==> src/verilog/corePkg.sv <==
`default_nettype none

package corePkg;

    localparam int Xlen    = 32;
    localparam int RegIdxW = 5;
    localparam int NumRegs = 32;

    typedef logic [Xlen-1:0]    word_t;
    typedef logic [RegIdxW-1:0] regIdx_t;

    localparam logic [6:0] OpcodeOp    = 7'b0110011;
    localparam logic [6:0] OpcodeOpImm = 7'b0010011;
    localparam logic [6:0] OpcodeLoad  = 7'b0000011;
    localparam logic [6:0] OpcodeStore = 7'b0100011;

    typedef enum logic [3:0] {
        AluAdd, AluSub, AluXor, AluOr, AluAnd,
        AluSlt, AluSltu, AluSll, AluSrl, AluSra
    } aluOp_t;

    typedef struct packed {
        word_t instr;
        word_t pc;
    } fetchOut_t;

    typedef struct packed {
        aluOp_t  aluOp;
        logic    useImm;   // operand b from imm
        logic    isLoad;
        logic    isStore;
        logic    wrEn;
        regIdx_t rd;
        regIdx_t rs1;
        regIdx_t rs2;
        word_t   imm;
        word_t   pc;
        word_t   instr;
    } uop_t;

    typedef struct packed {
        logic    wrEn;
        regIdx_t rd;
        word_t   value;
        word_t   pc;
        word_t   instr;
    } wbReq_t;

    typedef struct packed {
        logic    valid;
        logic    wrEn;
        regIdx_t rd;
        word_t   value;
        word_t   pc;
        word_t   instr;
    } retire_t;

endpackage

`default_nettype wire

==> src/verilog/decoder.sv <==
`default_nettype none

module decoder (
    input  logic               clk,
    input  logic               arstN,
    input  corePkg::fetchOut_t in,
    input  logic               prevReadyToSend,
    output logic               readyToRcv,
    output corePkg::uop_t      out,
    output logic               readyToSend,
    input  logic               nextReadyToRcv
);
    import corePkg::*;

    uop_t       dec;
    logic [6:0] opcode;
    logic       accept;

    function automatic aluOp_t aluSel(input logic [2:0] funct3, input logic alt,
                                      input logic isReg);
        case (funct3)
            3'b000:  return (alt && isReg) ? AluSub : AluAdd;  // no subi
            3'b001:  return AluSll;
            3'b010:  return AluSlt;
            3'b011:  return AluSltu;
            3'b100:  return AluXor;
            3'b101:  return alt ? AluSra : AluSrl;
            3'b110:  return AluOr;
            default: return AluAnd;
        endcase
    endfunction

    assign opcode = in.instr[6:0];

    always_comb begin
        dec.rd      = in.instr[11:7];
        dec.rs1     = in.instr[19:15];
        dec.rs2     = in.instr[24:20];
        dec.pc      = in.pc;
        dec.instr   = in.instr;
        dec.imm     = {{20{in.instr[31]}}, in.instr[31:20]};
        dec.aluOp   = AluAdd;
        dec.useImm  = 1'b0;
        dec.isLoad  = 1'b0;
        dec.isStore = 1'b0;
        dec.wrEn    = 1'b0;
        case (opcode)
            OpcodeOp: begin
                dec.aluOp = aluSel(in.instr[14:12], in.instr[30], 1'b1);
                dec.wrEn  = 1'b1;
            end
            OpcodeOpImm: begin
                dec.aluOp  = aluSel(in.instr[14:12], in.instr[30], 1'b0);
                dec.useImm = 1'b1;
                dec.wrEn   = 1'b1;
            end
            OpcodeLoad: begin
                dec.useImm = 1'b1;
                dec.isLoad = 1'b1;
                dec.wrEn   = 1'b1;
            end
            OpcodeStore: begin
                dec.useImm  = 1'b1;
                dec.isStore = 1'b1;
                dec.imm     = {{20{in.instr[31]}}, in.instr[31:25], in.instr[11:7]};
            end
            default: ;   // retires as a no-op
        endcase
        if (dec.rd == '0) begin
            dec.wrEn = 1'b0;
        end
    end

    assign readyToRcv = !readyToSend || nextReadyToRcv;
    assign accept     = prevReadyToSend && readyToRcv;

    always_ff @(posedge clk or negedge arstN) begin
        if (!arstN) begin
            readyToSend <= 1'b0;
        end else if (accept) begin
            readyToSend <= 1'b1;
        end else if (nextReadyToRcv) begin
            readyToSend <= 1'b0;
        end
    end

    always_ff @(posedge clk) begin
        if (accept) begin
            out <= dec;
        end
    end

endmodule

`default_nettype wire

==> config.mk <==
export PLATFORM = sky130hd
export DESIGN_NAME = decoder
export DESIGN_NICKNAME = d
export VERILOG_FILES = /design/src/verilog/corePkg.sv /design/src/verilog/decoder.sv
export SDC_FILE = /design/constraint.sdc
export NUM_CORES = 1
export LEC_CHECK = 0
export ABC_AREA = 0
export BUFFER_PORTS_ARGS = -buffer_cell sky130_fd_sc_hd__buf_4
export CAP_MARGIN = 20
export CORE_MARGIN = 3
export CORE_UTILIZATION = 42
export DETAILED_ROUTE_END_ITERATION = 12
export HOLD_SLACK_MARGIN = 0.08
export PLACE_DENSITY = 0.9
export SLEW_MARGIN = 40
export SYNTH_ARGS = -nofsm -noshare
export SYNTH_HDL_FRONTEND = slang
export SYNTH_SLANG_ARGS = --single-unit
==> constraint.sdc <==
create_clock -name clk -period 2.9 [get_ports clk]
set_input_delay 0.145 -clock clk [delete_from_list [all_inputs] [get_ports clk]]
set_output_delay 0.145 -clock clk [all_outputs]
set_load 0.005 [all_outputs]
## Yosys cells after proc, flatten, opt, wreduce, memory -nomap -nowiden

Index checks and enable logic that the tools add are counted.

| storage, ports and cells | value |
|---|---|
| register bits | 100 |
| input bits | 68 |
| logic and storage cells | 42 |

| cells by class | value |
|---|---|
| equal/unequal tests | 10 |
| reduce and logical (&&, ||, !) cells | 8 |
| mux-type cells | 12 |

Operator list:

| operator | number |
|---|---|
| 4-bit case mux with 7 select lines | 2 |
| 7-bit by 6-bit == test with 1-bit output (second input constant) | 2 |
| 3-bit == test (second input constant) | 3 |
| 1-bit 2-to-1 mux | 8 |
| 4-bit case mux with 2 select lines | 1 |
| 7-bit by 2-bit == test with 1-bit output (second input constant) | 1 |
| 7-bit by 5-bit == test with 1-bit output (second input constant) | 1 |
| 3-bit by 2-bit == test with 1-bit output (second input constant) | 2 |
| 3-bit OR reduction | 2 |
| 5-bit logical NOT | 1 |
| 5-bit 2-to-1 mux | 1 |
| 3-bit by 1-bit == test with 1-bit output (second input constant) | 1 |
| 3-bit logical NOT | 1 |
| 2-bit nonzero test | 1 |
| 1-bit logical AND | 1 |
| 1-bit logical NOT | 1 |
| 1-bit logical OR | 1 |

## Longest topological paths before layout

Gate-level depths: netlist of the first run.

| depth | value |
|---|---|
| word-level depth | 4 |
| gate-level depth with buffers | 4 |

## Worst setup path before layout of the first run

Ideal clock, no wire load.

| timing path | value |
|---|---|
| path kind | register -> register |
| start point | reg readyToSend |
| end point | reg out[0] (netlist name), enable pin |
| buffers on the path | 0 |
| cell stages (with the launch flop) | 3 |
| clock period less this slack | 2765 ps |
| library setup time | 444 ps |
| data arrival time | 2321 ps |
| path slack | 135 ps |
| cells stage by stage | dfrtp_1 nand2b_1 and2_1 |

| on the way | value |
|---|---|
| longest elaborated chain between the ends | 3 |

RTL lines:

| element | RTL line | source |
|---|---|---|
| from (decl) | decoder.sv:10 | `output logic readyToSend,` |
| from (signal assigned) | decoder.sv:79 | `readyToSend <= 1'b0;` |
| from (signal assigned) | decoder.sv:81 | `readyToSend <= 1'b1;` |
| from (signal assigned) | decoder.sv:83 | `readyToSend <= 1'b0;` |
| 1-bit logical NOT | decoder.sv:74 | `assign readyToRcv = !readyToSend \|\| nextReadyToRcv;` |
| 1-bit logical OR | decoder.sv:74 |  |
| via readyToRcv | decoder.sv:8 | `output logic readyToRcv,` |
| 1-bit logical AND | decoder.sv:75 | `assign accept = prevReadyToSend && readyToRcv;` |
| via accept | decoder.sv:17 | `logic accept;` |
| to (signal assigned) | decoder.sv:89 | `out <= dec;` |
| to (decl) | decoder.sv:9 | `output corePkg::uop_t out,` |

The timed path passes the listed nets, and every way through them passes these cells.
A chain may end at the register's enable or synchronous reset.

==> results.toml, run 1 <==
[floorplanning]
io_pins = 189
initial_core_util_pct = 44.4
die_h_um = 89.1
die-area_mm2 = 0.00794
die_w_um = 89.1
rows = 29
coreArea_mm2 = 0.00653

[power]
leakagePower_nw = 2.14
vdd_drop_max_mv = 0.409
p_total_mw = 2.43
power_density_mw_per_mm2 = 492

[clock_tree]
cts_root_buf = "clkbuf_8"
clock-sinks = 78
cts_buffers = 9
cts_tree = "done"
htreeDepth = 3
cts.clk_slew.worst_paths_ns = 0.07
ctsResizeCount = 0
ctsHoldBuffers = 66
cts_max_path_buffers = 2
clkLatencyLatePin_ns = 0.32
cts_setup_buffers = 0

[global_routing]
overflow = 0
antenna_found_initial = 0
grt_pass1_vias = 2094
grt_pass1_wl_um = 10600
grt_max_degree = 43
grtUsageTotal_pct = 18.3

[place]
place_congestion = 0.689
postPlaceCellArea_mm2 = 0.00410
dp_hpwl_um = 5190
portBuffers = 188

[sta]
finalSetupViolations = 0
max_freq_mhz = 482
finalCritPeriodShare_pct = 71.6
min_period_ns = 2.08
slew_headroom_pct = 59.7
rsz0062_at_grt = "false"
hold_viol_final = 0
slew_viol_final = 0
worst_slew_pin_slew_ns = 0.604
skew_ns = 0.00686
fin_setup_tns_ns = 0

[routing]
drc = 0
wl_per_cell_um = 17.3
wl_met3_um = 657
route.met2.wl_um = 4520
num_vias = 2041
wl_um = 7870
viasPerCell = 4.48
met1_length_um = 2630
drtPass1Iterations = 4
routed.top_layer = "met4"
final_antenna_net_count = 0
drt_iter0_drc = 62

[final_layout]
final_util_pct = 75.7
fin_area_mm2 = 0.00494
syn2layout_area_growth_pct = 70.6
layout.nets = 442
drive_above_1_share_pct = 55.0
seq_area_mm2 = 0.00234
layout_common_cells = "buf_4, edfxtp_1, dlygate4sd3_1"
fillers = 414
final_common_cell = "buf_4"
multi_input_area_um2 = 226

[logic_synthesis]
seq_area_frac_synth_pct = 80.6
syn_nets = 219
yosysUniqueCellTypes = 24
avgSynthCellArea_um2 = 19.2
yosysTopAreaCell = "edfxtp_1"
netlist_area_mm2 = 0.00290
ys_ff_latch = 78
synth_top_area_share_pct = 79.8
yosys_warnings = 0
synth.area.top_cells = "edfxtp_1, buf_4, mux2_4"
syn_inst = 151

[critical_path]
worstPathArrival_ns = 2.15
start_kind = "input port"
critPathMaxFanout = 6
critPathRequiredTime_ns = 2.97
criticalPathCategory = "in -> reg"
critPathCaptureType = "flip-flop"

[status]
status = "complete, no violations"

[hold_path]
min_path_type = "in -> async"

[flow_run]
maxCapViolations = 0
==> power breakdown <==
group          total, mW  switching, mW  leakage, nW  internal (mW)
sequential          1.34         0.0269        0.748           1.31
clock              0.745          0.357       0.0896          0.388
combinational      0.351          0.121         1.31          0.229
total               2.43          0.505         2.14           1.93
==> registers in the layout (all words and copies together) (netlist names) <==
signal / flops
out: 77
readyToSend: 1
==> logic make-up after synthesis <==
family	after synthesis	share of synthesized area [%]
DFF	78	80.6
xor gates and xnor gates	1	0.302
and+or+nand+nor	15	3.58
muxes	5	2.59
buffers and inverters	46	11.7
AOI/OAI and AO/OA	6	1.25
==> area by class of cell <==
class | count | area share (%)
timing repair buffer | 255 | 42.3
sequential | 78 | 47.3
inverter | 3 | 0.228
tap | 77 | 1.95
antenna | 1 | 0.0506
clock buffer | 10 | 2.58
clock inverter | 5 | 1.04
multi-input combinational | 27 | 4.58
==> worst max-delay path, stage by stage <==
cell,delay (ns)
dlygate4sd3_1,0.55
buf_4,0.15
and4bb_1,0.28
or4b_1,0.65
mux2_4,0.37
==> routing by layer <==
layer  GRT usage [%]  vias to the layer above
met5               0                        -
met2            36.2                      111
li1                -                      963
met1            17.3                      961
met4            5.95                        0
met3            5.99                        6
==> final timing paths <==
check	slack, ns	cells after the start	end	startpoint
setup / recovery	0.82	5	out[64]	in[34]
hold / removal	0.13	2	readyToSend	arstN
setup reg to reg	1.28	3	out[59]	readyToSend
hold reg to reg	0.57	2	readyToSend	readyToSend
max in group asynchronous	2.69	2	readyToSend	arstN
min in group clk	0.15	3	readyToSend	nextReadyToRcv
==> synthesized netlist by cell type (all sizes together) <==
| master | count |
|---|---|
| a211oi | 1 |
| nor4b | 1 |
| buf | 43 |
| and2 | 1 |
| mux2 | 5 |
| o21bai | 1 |
| o21ai | 1 |
| nand2 | 1 |
| or2b | 1 |
| and4b | 1 |
| nor3 | 2 |
| edfxtp | 77 |
| and4bb | 1 |
| or4 | 1 |
| nand3b | 1 |
| or4b | 1 |
| o22ai | 1 |
| a21oi | 2 |
| xnor2 | 1 |
| nand2b | 2 |
| nor2 | 2 |
| inv | 3 |
| dfrtp | 1 |
==> per-stage QoR <==
stage	setup slack [ns]	hold WS [ns]	instances
after floorplan	0.135	-0.151	151
after global placement	1.10	-0.0791	373
after detailed placement	1.07	-0.0787	374
after CTS	0.863	0.0995	455
after global routing	0.798	0.118	455
final	0.824	0.134	456
No activity file was read; power rests on OpenSTA's default activity.
==> inputs of run 2 (changes only) <==
==> constraint.sdc (replaced) <==
create_clock -name clk -period 2.17 [get_ports clk]
set_input_delay 0.1085 -clock clk [delete_from_list [all_inputs] [get_ports clk]]
set_output_delay 0.1085 -clock clk [all_outputs]
set_load 0.005 [all_outputs]
==> run 2 against run 1 <==
  * Final cell count increased by 0.44%
  * Non-clock buffer count is 3 higher
  * First-iteration DRC count is 39% lower
  * Sequential share of layout area down 0.24 points
  * Register-to-register slack worse by 0.53 ns
  * Critical path type unchanged
  * Largest cell class unchanged
==> results.toml, run 2 (same netlist as run 1, synthesis figures left out) <==
[final_layout]
drive_above_1_share_pct = 54.9
fin_area_mm2 = 0.00497
largest_register_ffs = 77
top_register = "out"
antenna_cells = 0
layout.nets = 445
syn2layout_area_growth_pct = 71.4
instances_no_fill = 458
final_common_cell = "buf_4"
reg_top3 = "out (77), readyToSend (1)"
layout_common_cells = "buf_4, edfxtp_1, dlygate4sd3_1"

[routing]
drtPass1Iterations = 4
final_antenna_net_count = 0
wl_per_cell_um = 17.7
viasPerCell = 4.54
num_vias = 2080
drt_iter0_drc = 38
drc = 0
wl_um = 8090

[clock_tree]
cts.clk_slew.worst_paths_ns = 0.08
htreeDepth = 3
cts_root_buf = "clkbuf_8"
clock-sinks = 78
clkLatencyLatePin_ns = 0.33
cts_tree = "done"
cts_setup_buffers = 0
cts_buffers = 9
cts_max_path_buffers = 2

[power]
combPwrFrac_pct = 14.6
switching_share_pct = 20.8
power.share.sequential_pct = 54.8
power_density_mw_per_mm2 = 656
p_int_mw = 2.58
leakagePower_nw = 2.16
p_clk_share_pct = 30.5
vdd_drop_max_mv = 0.467
p_total_mw = 3.26
p_sw_mw = 0.679

[sta]
slew_headroom_pct = 55.1
worst_slew_pin_slew_ns = 0.673
fin_setup_tns_ns = 0
hold_viol_final = 0
skew_ns = 0.00790
slew_viol_final = 0
max_freq_mhz = 494
rsz0062_at_grt = "false"
finalSetupViolations = 0
worst_slack_ns = 0.145
finalCritPeriodShare_pct = 93.3
min_period_ns = 2.03

[global_routing]
grt_pass1_wl_um = 11000
antenna_found_initial = 0
grt.busiest_layer = "met2"
grt_max_degree = 44
grtUsageTotal_pct = 19.2
overflow = 0
grt_pass1_vias = 2129
met3_usage_pct = 7.93
grt.met1_usage_pct = 17.9
use_met2_pct = 37.2

[floorplanning]
die-area_mm2 = 0.00794
initial_core_util_pct = 44.4
rows = 29
die_h_um = 89.1
coreArea_mm2 = 0.00653
die_w_um = 89.1
io_pins = 189

[place]
dp_hpwl_um = 5240
dpl.cell_count = 375
preCtsSetupSlack_ns = 0.366
postPlaceCellArea_mm2 = 0.00411
place_congestion = 0.742
portBuffers = 188

[flow_run]
maxCapViolations = 0

[critical_path]
critPathMaxFanout = 6
start_kind = "input port"
crit_slowest_cell = "or4b_1"
critPathCaptureType = "flip-flop"
crit_path_max_incr_delay_ns = 0.66
worstPathArrival_ns = 2.11
critPathRequiredTime_ns = 2.26
cp_cell_sequence = "dlygate4sd3_1 > buf_4 > and4bb_1 > or4b_1 > mux2_4"
criticalPathCategory = "in -> reg"

[status]
status = "complete, no violations"

[hold_path]
min_path_type = "in -> reg"
## run 2: cell types whose count changed in the layout (fill, tap and decap cells not counted)
cell / delta
buf_4: +1
diode_2: -1
dlygate4sd3_1: +2
## run 2: power groups by stage
stage	clock network [mW]	registers, mW	logic, mW
after floorplan	0	1.83	0.109
after global placement	0	1.81	0.362
after detailed placement	0	1.82	0.374
after CTS	1.03	1.79	0.474
after global routing	1.10	1.79	0.509
final	0.996	1.79	0.478
## run 2: area by class of cell
type,instances,area [um^2]
clock buffer,10,128
clock inverter,5,51.3
fill,388,1560
inverter,3,11.3
multi-input combinational,27,226
sequential,78,2340
tap,77,96.3
timing repair buffer,258,2120
## run 2: metrics by stage
step	util [%]	hold slack [ns]
2_1_floorplan	-	-0.187
5_1_grt	76.1	0.391
4_1_cts	76.1	0.359
3_3_place_gp	62.9	-0.115
3_5_place_dp	62.9	-0.115
6_report	76.1	0.371
## run 2: metal layers
| metal | routed length, um | part of all wire, % | vias to the layer above |
|---|---|---|---|
| li1 | - | - | 971 |
| met1 | 2630 | 33 | 986 |
| met2 | 4570 | 57 | 112 |
| met3 | 763 | 9.4 | 11 |
| met4 | 114 | 1.4 | 0 |
| met5 | 0 | 0 | - |
## run 2: what timing repair did
action | CTS | global route
endpoints found under the hold margin | 72 | 0
hold buffers | 68 | 0
resized for setup | 0 | 0
## run 2: worst paths after layout
path / cells past startpoint / to / slack (ns) / startpoint
worst min-delay path: 3 / out[68] / 0.37 / nextReadyToRcv
worst max register to register: 3 / out[62] / 0.75 / readyToSend
worst min register to register: 2 / out[68] / 0.84 / readyToSend
min in group asynchronous: 3 / readyToSend / 0.63 / arstN
worst max-delay path: 5 / out[66] / 0.14 / in[34]
max in group asynchronous: 3 / readyToSend / 1.44 / arstN
## run 2: worst max-delay path, delay by kind of cell
kind	cells	cell delay (ns)
AND/OR/NAND/NOR	2	0.94
buffers and inverters	2	0.70
multiplexers	1	0.36
==> inputs of run 3 (changes only) <==
--- a/config.mk
+++ b/config.mk
@@ -9,10 +9,11 @@
 export BUFFER_PORTS_ARGS = -buffer_cell sky130_fd_sc_hd__buf_4
 export CAP_MARGIN = 20
 export CORE_MARGIN = 3
-export CORE_UTILIZATION = 42
+export CORE_UTILIZATION = 43
+export CTS_BUF_LIST = sky130_fd_sc_hd__clkbuf_2 sky130_fd_sc_hd__clkbuf_4 sky130_fd_sc_hd__clkbuf_8
 export DETAILED_ROUTE_END_ITERATION = 12
 export HOLD_SLACK_MARGIN = 0.08
-export PLACE_DENSITY = 0.9
+export PLACE_DENSITY = 0.92
 export SLEW_MARGIN = 40
 export SYNTH_ARGS = -nofsm -noshare
 export SYNTH_HDL_FRONTEND = slang
==> run 3 against run 2 <==
  * Final cell count grew 0.22%
  * Sequential cell count is the same
  * Utilization grew 1.1 points
  * Largest power group unchanged
  * Setup slack lost 0.034 ns
  * Global-route usage grew 1.5 points
  * Largest cell class unchanged
  * Die area shrank 2.2%
  * Via count grew 1.1%
  * Combinational power is essentially flat
  * Sequential share of layout area shrank 0.14 points
  * Register-to-register slack lost 0.06 ns
  * Highest routed layer unchanged
  * Sequential power is essentially flat
==> results.toml, run 3 (same netlist as run 1, synthesis figures left out) <==
[clock_tree]
clock-sinks = 78
cts_root_buf = "clkbuf_8"
clkLatencyLatePin_ns = 0.34
htreeDepth = 3
cts_max_path_buffers = 2
cts_tree = "done"
cts.clk_slew.worst_paths_ns = 0.08
ctsResizeCount = 0
cts_setup_buffers = 0
cts_buffers = 9

[routing]
num_vias = 2102
drtPass1Iterations = 4
wl_met3_um = 683
drc = 0
route.met2.wl_um = 4630
wl_per_cell_um = 17.9
viasPerCell = 4.58
drt_iter0_drc = 76
routed.top_layer = "met4"
final_antenna_net_count = 0
met1_length_um = 2770
wl_um = 8230

[floorplanning]
die_h_um = 88.1
die-area_mm2 = 0.00776
die_w_um = 88.1
coreArea_mm2 = 0.00646
rows = 29
initial_core_util_pct = 44.9
io_pins = 189

[global_routing]
grt_pass1_vias = 2208
grt_pass1_wl_um = 11700
antenna_found_initial = 0
overflow = 0
grt_max_degree = 42
grtUsageTotal_pct = 20.7

[final_layout]
layout_common_cells = "buf_4, edfxtp_1, dlygate4sd3_1"
top_register = "out"
syn2layout_area_growth_pct = 71.9
fin_area_mm2 = 0.00498
drive_above_1_share_pct = 55.5
largest_register_ffs = 77
layout.nets = 445
antenna_cells = 0
final_common_cell = "buf_4"
final_util_pct = 77.2
reg_top3 = "out (77), readyToSend (1)"

[power]
vdd_drop_max_mv = 0.581
power_density_mw_per_mm2 = 666
leakagePower_nw = 2.16

[critical_path]
reg2reg_to = "out[45]"
critPathRequiredTime_ns = 2.25
worstRegToRegCells = 3
critPathCaptureType = "flip-flop"
start_kind = "input port"
worstPathArrival_ns = 2.14
reg2reg_from = "readyToSend"
r2r_slack_ns = 0.69
critPathMaxFanout = 6
crit_end = "out[65]"
criticalPathCategory = "in -> reg"
cp-startpoint = "in[34]"

[sta]
max_freq_mhz = 486
finalSetupViolations = 0
hold_viol_final = 0
slew_viol_final = 0
fin_setup_tns_ns = 0
min_period_ns = 2.06
slew_headroom_pct = 56.7
finalCritPeriodShare_pct = 94.9
worst_slack_ns = 0.111
skew_ns = 0.0102
rsz0062_at_grt = "false"
worst_slew_pin_slew_ns = 0.649

[status]
status = "complete, no violations"

[place]
postPlaceCellArea_mm2 = 0.00411
place_congestion = 0.720
dp_hpwl_um = 5430
preCtsSetupSlack_ns = 0.375
portBuffers = 188

[flow_run]
maxCapViolations = 0

[hold_path]
min_path_type = "in -> reg"
run 3: cell count changes in the layout (fill, tap and decap cells not counted):
cell | before | now
clkbuf_1 | 1 | 0
clkbuf_4 | 0 | 1
clkinv_1 | 1 | 0
clkinvlp_4 | 1 | 3
run 3: worst min path at each step:
stage | from | to | cells past startpoint
floorplan | arstN | readyToSend | 0
global route | nextReadyToRcv | out[64] | 3
CTS | nextReadyToRcv | out[64] | 3
global placement | arstN | readyToSend | 1
finish | nextReadyToRcv | out[99] | 3
detailed placement | arstN | readyToSend | 1
run 3: cell type report:
type | instances | area (um^2)
clock buffers | 10 | 131
clock inverters | 6 | 62.6
fillers | 398 | 1470
inverters | 3 | 11.3
multi-input cells | 27 | 226
flip-flops and latches | 78 | 2340
well taps | 77 | 96.3
repair buffers | 258 | 2120
run 3: power by group:
part / internal [mW] / leakage, nW / switching [mW]
registers: 1.75 / 0.748 / 0.0364
clock network: 0.540 / 0.0917 / 0.516
logic: 0.311 / 1.32 / 0.167
run 3: stage by stage:
step           total power, mW  hold slack (ns)  instances
2_1_floorplan             1.94           -0.187        151
3_3_place_gp              2.18           -0.116        375
3_5_place_dp              2.20           -0.113        375
4_1_cts                   3.34            0.440        459
5_1_grt                   3.46            0.465        459
6_report                  3.32            0.448        459
run 3: metal layers:
| layer | up-vias | global-route usage (%) |
|---|---|---|
| met5 | - | 0 |
| li1 | 967 | - |
| met4 | 0 | 7.01 |
| met1 | 1004 | 21.5 |
| met3 | 16 | 6.40 |
| met2 | 115 | 39.2 |
run 3: worst max-delay path: stages:
cell and delay (ns):
dlygate4sd3_1 0.57, buf_4 0.15, and4bb_1 0.29, or4b_1 0.65, mux2_4 0.37
run 3: timing repair:
| item | in CTS | in global routing |
|---|---|---|
| endpoints found under the setup margin | 0 | 0 |
| hold buffers | 68 | 0 |
| endpoints found under the hold margin | 71 | 0 |
